--- src/source/ex_pkg.sv ---
// execute unit shared definitions
`default_nettype none

package ex_pkg;

	localparam int XLEN      = 64;
	localparam int CTRL_W    = 17;
	localparam int SHAMT_W   = 6;	// rv64 shift amount
	localparam int NUM_PORTS = 2;

	typedef logic [XLEN-1:0]   xlen_t;
	typedef logic [CTRL_W-1:0] alu_ctrl_t;

	// one-hot bit positions in alu_ctrl_t
	localparam int OP_ADD  = 0;
	localparam int OP_SUB  = 1;
	localparam int OP_SLT  = 2;
	localparam int OP_SLTU = 3;
	localparam int OP_AND  = 4;
	localparam int OP_OR   = 5;
	localparam int OP_XOR  = 6;
	localparam int OP_SLL  = 7;
	localparam int OP_SRL  = 8;
	localparam int OP_SRA  = 9;
	localparam int OP_LUI  = 10;
	localparam int OP_MUL  = 11;
	localparam int OP_DIV  = 12;
	localparam int OP_REM  = 13;
	localparam int OP_MULU = 14;
	localparam int OP_DIVU = 15;
	localparam int OP_REMU = 16;

	// slave side of the four-phase handshake
	typedef enum logic [1:0] {
		IDLE,
		WAIT_GNT,
		ACKED
	} port_state_t;

endpackage

`default_nettype wire

--- src/source/alu_arbiter.sv ---
// two-port round-robin alu arbiter
`default_nettype none

module alu_arbiter (
	input  wire                           clk,
	input  wire                           arst_n,
	input  wire  [ex_pkg::NUM_PORTS-1:0]  bus_req,
	input  ex_pkg::alu_ctrl_t             p0_ctrl,
	input  ex_pkg::xlen_t                 p0_src1,
	input  ex_pkg::xlen_t                 p0_src2,
	input  ex_pkg::alu_ctrl_t             p1_ctrl,
	input  ex_pkg::xlen_t                 p1_src1,
	input  ex_pkg::xlen_t                 p1_src2,
	output logic [ex_pkg::NUM_PORTS-1:0]  gnt,
	output ex_pkg::alu_ctrl_t             alu_control,
	output ex_pkg::xlen_t                 alu_src1,
	output ex_pkg::xlen_t                 alu_src2
);

	logic last_winner;	// 1 means port 1 won last

	// on a tie the port that did not win last goes first
	assign gnt[0] = bus_req[0] & (~bus_req[1] | last_winner);
	assign gnt[1] = bus_req[1] & (~bus_req[0] | ~last_winner);

	always_ff @(posedge clk or negedge arst_n) begin
		if (!arst_n) begin
			last_winner <= 1'b1;	// port 0 takes the first tie
		end else if (|gnt) begin
			last_winner <= gnt[1];
		end
	end

	// operand steering, zeros when idle
	always_comb begin
		alu_control = '0;
		alu_src1    = '0;
		alu_src2    = '0;
		if (gnt[0]) begin
			alu_control = p0_ctrl;
			alu_src1    = p0_src1;
			alu_src2    = p0_src2;
		end else if (gnt[1]) begin
			alu_control = p1_ctrl;
			alu_src1    = p1_src1;
			alu_src2    = p1_src2;
		end
	end

endmodule

`default_nettype wire

--- config.mk ---
export PLATFORM = sky130hd
export DESIGN_NAME = alu_arbiter
export DESIGN_NICKNAME = d
export VERILOG_FILES = /design/src/source/ex_pkg.sv /design/src/source/alu_arbiter.sv
export SDC_FILE = /design/constraint.sdc
export NUM_CORES = 1
export LEC_CHECK = 0
export ABC_AREA = 0
export BUFFER_PORTS_ARGS = -buffer_cell sky130_fd_sc_hd__buf_2
export CORE_AREA = 2 2 172 174
export DETAILED_ROUTE_END_ITERATION = 10
export DIE_AREA = 0 0 174 176
export PLACE_DENSITY_LB_ADDON = 0.1
export SLEW_MARGIN = 40
export SYNTH_ARGS = -nofsm -noshare
export SYNTH_HDL_FRONTEND = slang
export SYNTH_SLANG_ARGS = --single-unit
--- constraint.sdc ---
create_clock -name clk -period 1.96 [get_ports clk]
set_clock_uncertainty 0.1 [all_clocks]
set_input_delay 0.196 -clock clk [delete_from_list [all_inputs] [get_ports clk]]
set_output_delay 0.196 -clock clk [all_outputs]
set_load 0.05 [all_outputs]
==> results.toml <==
[floorplanning]
row_count = 62
fp.dieW_um = 174
ios = 441
core_um2 = 28500
initial_core_util_pct = 6.75
fp.dieH_um = 176
fp.dieArea_um2 = 30600

[synth]
synth_fp_nets = 493
yosysWarnings = 0
synthFlopType = "dfstp_2"
netlist_top_cells_area = "a32o_1 75%, clkbuf_8 7.9%, buf_2 5.5%"
netlist.area_leader.share_pct = 75.4
syn_area_per_cell_um2 = 9.68
yosys.area.top_type = "a32o_1"
synth-seq-cells = 1
seq_area_frac_synth_pct = 1.36
synthTopCellsByCount = "145 x a32o_1, 21 x buf_2, 11 x clkbuf_8, 8 x clkbuf_1, 4 x buf_12"
netlist_area_um2 = 1930
synth_cell_type_count = 13
ys_async_sr_fraction_pct = 100
netlist_instances = 199
yosys.cell_count.top_type = "a32o_1"
synth_edf_count = 0

[routing]
wirelength_um = 16000
num_vias = 3872
firstDrtPassIters = 4
vias_per_cell = 3.92
drt_iter0_markers = 148
drc = 0
antenna_left = 0
post_drt_wl_per_cell_um = 16.2

[layout]
diodes = 0
stdcell_area_um2 = 4490
drive_gt1_share_pct = 75.5
largest_registers = "last_winner x1"
fin_nets = 899
largest_reg_flops = 1
top_register = "last_winner"
area_growth_pct = 133
final_util_pct = 15.7

[placed_design]
numPortBuffers = 440
place_area_um2 = 4460
dp_hpwl_um = 12800
gp_congestion = 0.812

[timing]
min_period_ps = 1880
rsz0062_at_grt = "false"
timing.final.max_slew_violations = 0
setup_tns_ps = 0
timing.fmax_ghz = 0.533
hold_violations = 0
tightest_slew_ps = 405
finalCritPeriodShare_pct = 95.8
maxSlewHeadroom_pct = 73.0
setup_viol = 0

[power_and_ir_drop]
power_density_nw_per_um2 = 540
cellLeakagePower_nw = 2.29
vdd_drop_max_uv = 129
p_total_mw = 2.42

[grt]
track_usage_pct = 8.98
grt_pass1_vias = 3761
antenna_found_initial = 1
grt_pass1_wl_um = 22300
grt_max_degree = 77
overflow = 0

[cts]
postCtsSetupRepairBufs = 0
clock_latency_ps = 0
holdBufCountCts = 0
clk_pin_slew_worst_paths_ps = 0
cts_resized = 0

[run_status]
outcome = "finished clean"

[setup_path]
cpLargestDelayFamily = "flip-flops"
crit_slowest_cell = "dfstp_2"
required_ps = 1660
critPathCaptureType = "primary output"
crit_chain = "nand2b_4 -> buf_12 -> a32o_1 -> buf_2"
critPathMaxStageDelay_ps = 550
path_class = "reg -> out"
arrival_ps = 1580
setup.worst_path.start_class = "flop"
critPathMaxFanout = 60
critPathBufInv = 2

[min_path]
hp-class = "in -> async"

[run]
drv_cap = 0
==> layer usage <==
layer / share of wire [%] / global-route usage [%] / up-vias
met1: 39 / 10.6 / 1812
li1: - / - / 1795
met4: 0.025 / 0.0350 / 2
met5: 0.081 / 0 / -
met2: 52 / 17.7 / 261
met3: 8.6 / 1.64 / 2
==> cells by family (layout without fill, tap and decap cells) <==
family                 after synthesis  count (layout)  synth area share [%]
and+or+nand+nor                      3               3                  1.23
buffers and inverters               48             452                  21.2
DFF                                  1               1                  1.36
AOI/OAI and AO/OA                  147             147                  76.2
==> stage by stage <==
stage / hold WS (ps) / setup WS [ps] / instances
after floorplan: -51.8 / 215 / 199
after global placement: 33.0 / 77.5 / 986
after detailed placement: 35.3 / 72.0 / 986
after CTS: 35.3 / 69.5 / 986
after global routing: 42.7 / 4.06 / 987
final: 33.9 / 83.1 / 987
==> layout by cell type, fill, tap and decap left out <==
cell | netlist | routed
dfstp_2 | 1 | 1
and2_1 | 1 | 1
clkbuf_16 | 0 | 1
a21oi_1 | 1 | 1
a32o_1 | 145 | 145
buf_4 | 1 | 5
nand2b_4 | 1 | 1
a21boi_4 | 0 | 1
buf_2 | 21 | 434
buf_12 | 4 | 11
nor2_1 | 1 | 1
buf_16 | 0 | 1
==> power by group <==
part | switching, mW | internal, mW | total (mW) | leakage [nW]
Combinational | 1.66 | 0.738 | 2.39 | 2.28
Clock | 0 | 0 | 0 | 0
Sequential | 0.00451 | 0.0265 | 0.0310 | 0.0105
==> worst reg2reg max path: stages (launching register included) <==
cell and delay [ps]:
dfstp_2 550, nor2_1 50, a21oi_1 110
==> cell type report <==
type	count	area, um^2
multi-input combinational	150	1500
tap	384	480
timing repair buffer	452	2480
sequential	1	26.3
fill	3342	24100
==> path summary, 6_finish.rpt <==
path                                          from                       to  slack, ps  cells past startpoint
min in group clk                        bus_req[1]  last_winner$_DFFE_PN1P_        380                      3
min                                         arst_n  last_winner$_DFFE_PN1P_         30                      1
min reg2reg                last_winner$_DFFE_PN1P_  last_winner$_DFFE_PN1P_        420                      2
max                        last_winner$_DFFE_PN1P_             alu_src1[61]         80                      4
max in group asynchronous                   arst_n  last_winner$_DFFE_PN1P_       1710                      1
max reg2reg                last_winner$_DFFE_PN1P_  last_winner$_DFFE_PN1P_       1070                      2
Note: power is estimated with default switching activity, not from simulation.
