===== src/source/ex_pkg.sv =====
// execute unit shared definitions
`default_nettype none

package ex_pkg;

	localparam int XLEN      = 64;
	localparam int CTRL_W    = 17;
	localparam int SHAMT_W   = 6;	// rv64 shift amount
	localparam int NUM_PORTS = 2;

	typedef logic [XLEN-1:0]   xlen_t;
	typedef logic [CTRL_W-1:0] alu_ctrl_t;

	// one-hot bit positions in alu_ctrl_t
	localparam int OP_ADD  = 0;
	localparam int OP_SUB  = 1;
	localparam int OP_SLT  = 2;
	localparam int OP_SLTU = 3;
	localparam int OP_AND  = 4;
	localparam int OP_OR   = 5;
	localparam int OP_XOR  = 6;
	localparam int OP_SLL  = 7;
	localparam int OP_SRL  = 8;
	localparam int OP_SRA  = 9;
	localparam int OP_LUI  = 10;
	localparam int OP_MUL  = 11;
	localparam int OP_DIV  = 12;
	localparam int OP_REM  = 13;
	localparam int OP_MULU = 14;
	localparam int OP_DIVU = 15;
	localparam int OP_REMU = 16;

	// slave side of the four-phase handshake
	typedef enum logic [1:0] {
		IDLE,
		WAIT_GNT,
		ACKED
	} port_state_t;

endpackage

`default_nettype wire


===== src/source/alu_port_ctrl.sv =====
// four-phase port controller
`default_nettype none

module alu_port_ctrl (
	input  wire           clk,
	input  wire           arst_n,
	input  wire           req,
	input  wire           gnt,
	input  ex_pkg::xlen_t alu_result,
	output logic          bus_req,
	output logic          ack,
	output ex_pkg::xlen_t result
);
	import ex_pkg::*;

	port_state_t state;
	port_state_t state_nxt;

	always_comb begin
		state_nxt = state;
		case (state)
			IDLE: begin
				if (req) begin
					state_nxt = WAIT_GNT;
				end
			end
			WAIT_GNT: begin
				if (gnt) begin
					state_nxt = ACKED;
				end
			end
			ACKED: begin
				if (!req) begin	// requester saw ack and let go
					state_nxt = IDLE;
				end
			end
			default: state_nxt = IDLE;
		endcase
	end

	always_ff @(posedge clk or negedge arst_n) begin
		if (!arst_n) begin
			state <= IDLE;
		end else begin
			state <= state_nxt;
		end
	end

	// result held stable for the whole ack phase
	always_ff @(posedge clk or negedge arst_n) begin
		if (!arst_n) begin
			result <= '0;
		end else if (state == WAIT_GNT && gnt) begin
			result <= alu_result;
		end
	end

	assign bus_req = (state == WAIT_GNT);
	assign ack     = (state == ACKED);

endmodule

`default_nettype wire


===== config.mk =====
export PLATFORM = sky130hd
export DESIGN_NAME = alu_port_ctrl
export DESIGN_NICKNAME = d
export VERILOG_FILES = /design/src/source/ex_pkg.sv /design/src/source/alu_port_ctrl.sv
export SDC_FILE = /design/constraint.sdc
export NUM_CORES = 1
export LEC_CHECK = 0
export ABC_AREA = 1
export BUFFER_PORTS_ARGS = -buffer_cell sky130_fd_sc_hd__buf_2
export CAP_MARGIN = 15
export CORE_ASPECT_RATIO = 0.8
export CORE_UTILIZATION = 45
export CTS_BUF_LIST = sky130_fd_sc_hd__clkbuf_8
export CTS_CLUSTER_DIAMETER = 50
export DETAILED_ROUTE_END_ITERATION = 7
export PLACE_DENSITY_LB_ADDON = 0.08
export SKIP_CTS_REPAIR_TIMING = 1
export SLEW_MARGIN = 20
export SYNTH_ARGS = -nofsm -noshare
export SYNTH_HDL_FRONTEND = slang
export SYNTH_SLANG_ARGS = --single-unit

===== constraint.sdc =====
create_clock -name clk -period 1.7 [get_ports clk]
set_input_delay 0.17 -clock clk [delete_from_list [all_inputs] [get_ports clk]]
set_output_delay 0.17 -clock clk [all_outputs]
set_load 0.01 [all_outputs]

==> metrics.md <==
| Metric | Value |
|---|---|
| Maximum achievable frequency | `667 MHz` |
| Longest Clk Path Bufs | `2` |
| CTS root buf | `sky130_fd_sc_hd__clkbuf_8` |
| Total global-route track usage | `0.230` |
| Starting density of the core | `0.467` |
| Setup violators final | `0` |
| DIE AREA | `0.00649 mm^2` |
| Pre-Repair DR Iteration Count | `4` |
| Net count of the mapped netlist | `365` |
| Hold Crit Class | `in -> reg` |
| Remaining design rule violation count | `0` |
| Vias after detailed routing | `2,567` |
| Period minus WS final | `1.50 ns` |
| Count of synthesis-stage warnings from yosys | `0` |
| Final count of pins violating max slew | `0` |
| CP Launch Type | `flip-flop` |
| Avg Cell Area, Syn | `9.35 um^2` |
| Wire length of the first global-routing pass | `11.6 mm` |
| Critical Path RT | `1.53 ns` |
| Post-Syn Area | `0.00278 mm^2` |
| Die Span Y | `72.3 um` |
| Worst Path Arrival | `1.33 ns` |
| Total gr overflow | `0` |
| Result of the run | `complete, no violations` |
| Top metal layer carrying routed signals | `met4` |
| Number of cells produced by synthesis | `297` |
| Type of the setup path with the least slack | `reg -> out` |
| Max FO, Critical Path | `67` |
| Delay contributed by the slowest stage of the critical path | `0.39 ns` |
| P_leak | `2.09 nW` |
| Count of cells along the worst register-to-register path | `5` |
| Number of standard cells in the final layout excluding fillers | `506` |
| Final period utilization | `0.882` |
| Reported max-cap violation count | `0` |
| Cell chain of the critical path | `buf_12, inv_1, nor2_1, buf_2` |
| Worst Setup Slack post-DPL | `0.357 ns` |
| Worst IR drop on VDD | `923 uV` |
| Critical path depth in cells | `4` |
| Detailed placement HPWL | `4.17 mm` |
| Number of distinct library cells after synthesis | `13` |
| Number of buffers added by the clock tree synthesis step | `9` |
| Pin count of the biggest net entering global routing | `68` |
| Latest clock arrival within the worst-skew pair | `0.33 ns` |
| Cell depth of the worst min-delay path | `3` |
| Ant diodes | `0` |
| Depth of the CTS H-tree | `3` |
| Sinks on Clock Net | `66` |
| Cell family contributing the most delay on the critical path | `buffers and inverters` |
| Core area | `0.00594 mm^2` |
| Final net count | `488` |
| Critical path buffers and inverters | `3` |
| Post-layout worst setup margin | `0.200 ns` |
| Count of input and output buffers | `133` |
| Layout area overhead | `30.1%` |
| Endpoint type of the worst setup path | `primary output` |
| Remaining antenna violation count after routing | `0` |
| Die boundary width | `89.8 um` |
| Global placer's final weighted congestion | `0.707` |
| Slew at the pin closest to its max-slew limit | `0.683 ns` |
| Detailed-routing wirelength on met1 | `3.04 mm` |
| Library cell contributing the largest single delay on the critical path | `sky130_fd_sc_hd__dfrtp_2` |
| Number of antenna violations at the first check in global routing | `0` |
| Setup TNS | `0 ns` |
| CTS tree | `built` |
| Detail Route met2 WL | `3.38 mm` |
| Ratio of cells with drive above 1 in the final layout | `0.367` |
| Hold Violations, Final | `0` |
| Via count of the first global-routing pass | `2,439` |
| Drt first-iter violations | `141` |
| Clock transition time at the flip-flop clock pins of the worst setup and hold paths | `0.07 ns` |
| Final Power | `6.63 mW` |
| Met3 wire len | `489 um` |
| FF+latch count, synth | `66` |
| Share of synthesized area occupied by flip-flops and latches | `0.595` |
| Total wirelength of the detailed-routed design | `6.96 mm` |
| P per Cell Area | `1830 mW/mm^2` |
| Max Clock Skew | `0.00432 ns` |
| Top-level port count | `134` |
| Cell Rows | `25` |
| Wire length per cell after detailed routing | `13.7 um` |
| RSZ-0062 raised after global routing | `false` |
| Slew headroom | `0.545` |
| Average via count per standard cell | `5.07` |
| Number of placed cells counting well taps | `489` |
worst register-to-register path, stage by stage (launching register included):
cell	delay (ns)
sky130_fd_sc_hd__dfrtp_1	0.40
sky130_fd_sc_hd__inv_2	0.09
sky130_fd_sc_hd__nand3_2	0.26
sky130_fd_sc_hd__buf_4	0.32
sky130_fd_sc_hd__nand2_1	0.08
sky130_fd_sc_hd__nand2_1	0.06
report_power, final:
group          switching [mW]  internal [mW]
Combinational            1.76           1.06
Sequential              0.373           2.31
Clock                   0.569          0.546
Total                    2.70           3.92
registers in the layout, summed over array words and instances, names as in the netlist:
| register | cells |
|---|---|
| result | 64 |
| state | 2 |
cells in the mapped netlist:
library cell	n	share of area
sky130_fd_sc_hd__nand2_1	130	0.18
sky130_fd_sc_hd__dfrtp_1	66	0.59
sky130_fd_sc_hd__nand4_1	64	0.14
sky130_fd_sc_hd__buf_2	17	0.031
sky130_fd_sc_hd__buf_6	7	0.028
sky130_fd_sc_hd__buf_4	4	0.011
sky130_fd_sc_hd__inv_1	2	0.0027
sky130_fd_sc_hd__nor2_1	2	0.0027
sky130_fd_sc_hd__a21oi_1	1	0.0018
sky130_fd_sc_hd__clkbuf_1	1	0.0014
sky130_fd_sc_hd__inv_2	1	0.0014
sky130_fd_sc_hd__nand3_2	1	0.0036
sky130_fd_sc_hd__o21ai_0	1	0.0018
cells by family after synthesis:
logic type      synth area share
buf+inv                   0.0753
simple gates               0.326
flops                      0.595
compound gates           0.00360
worst paths after layout:
check | start | to | slack (ns)
worst max-delay path | state[0] | bus_req | 0.20
worst min-delay path | alu_result[50] | result[50] | 0.09
worst max register to register | state[1] | result[58] | 0.37
worst min register to register | result[26] | result[26] | 0.47
max in group asynchronous | arst_n | state[0] | 1.01
min in group asynchronous | arst_n | result[26] | 0.37
stage by stage:
stage | hold WS (ns) | area [um^2] | util
after global routing | 0.0762 | 3610 | 0.608
after detailed placement | 0.216 | 3440 | 0.578
after CTS | -0.147 | 3600 | 0.606
after floorplan | -0.126 | 2780 | -
final | 0.0850 | 3610 | 0.608
after global placement | 0.218 | 3440 | 0.578
per-layer routing:
| metal | track usage | vias up |
|---|---|---|
| met3 | 0.0849 | 6 |
| met1 | 0.289 | 1216 |
| met5 | 0 | - |
| li1 | - | 1252 |
| met2 | 0.382 | 93 |
| met4 | 0.0601 | 0 |
cell type report:
type	count	area [um^2]
timing repair buffer	141	766
multi-input combinational	199	916
fill	570	2330
clock buffer	10	138
sequential	66	1650
inverter	3	11.3
clock inverter	6	26.3
tap	81	101
placed cells by master (no fill, tap or decap):
cell type                         n
sky130_fd_sc_hd__buf_2          133
sky130_fd_sc_hd__nand2_1        130
sky130_fd_sc_hd__dfrtp_1         65
sky130_fd_sc_hd__nand4_1         64
sky130_fd_sc_hd__clkbuf_8        10
sky130_fd_sc_hd__inv_1            5
sky130_fd_sc_hd__buf_4            4
sky130_fd_sc_hd__clkinv_2         3
sky130_fd_sc_hd__buf_12           3
sky130_fd_sc_hd__nor2_1           2
sky130_fd_sc_hd__inv_2            1
sky130_fd_sc_hd__nand3_2          1
sky130_fd_sc_hd__a21oi_1          1
sky130_fd_sc_hd__o21ai_0          1
sky130_fd_sc_hd__dlygate4sd3_1    1
sky130_fd_sc_hd__dfrtp_2          1
(Power assumes the default switching activity.)
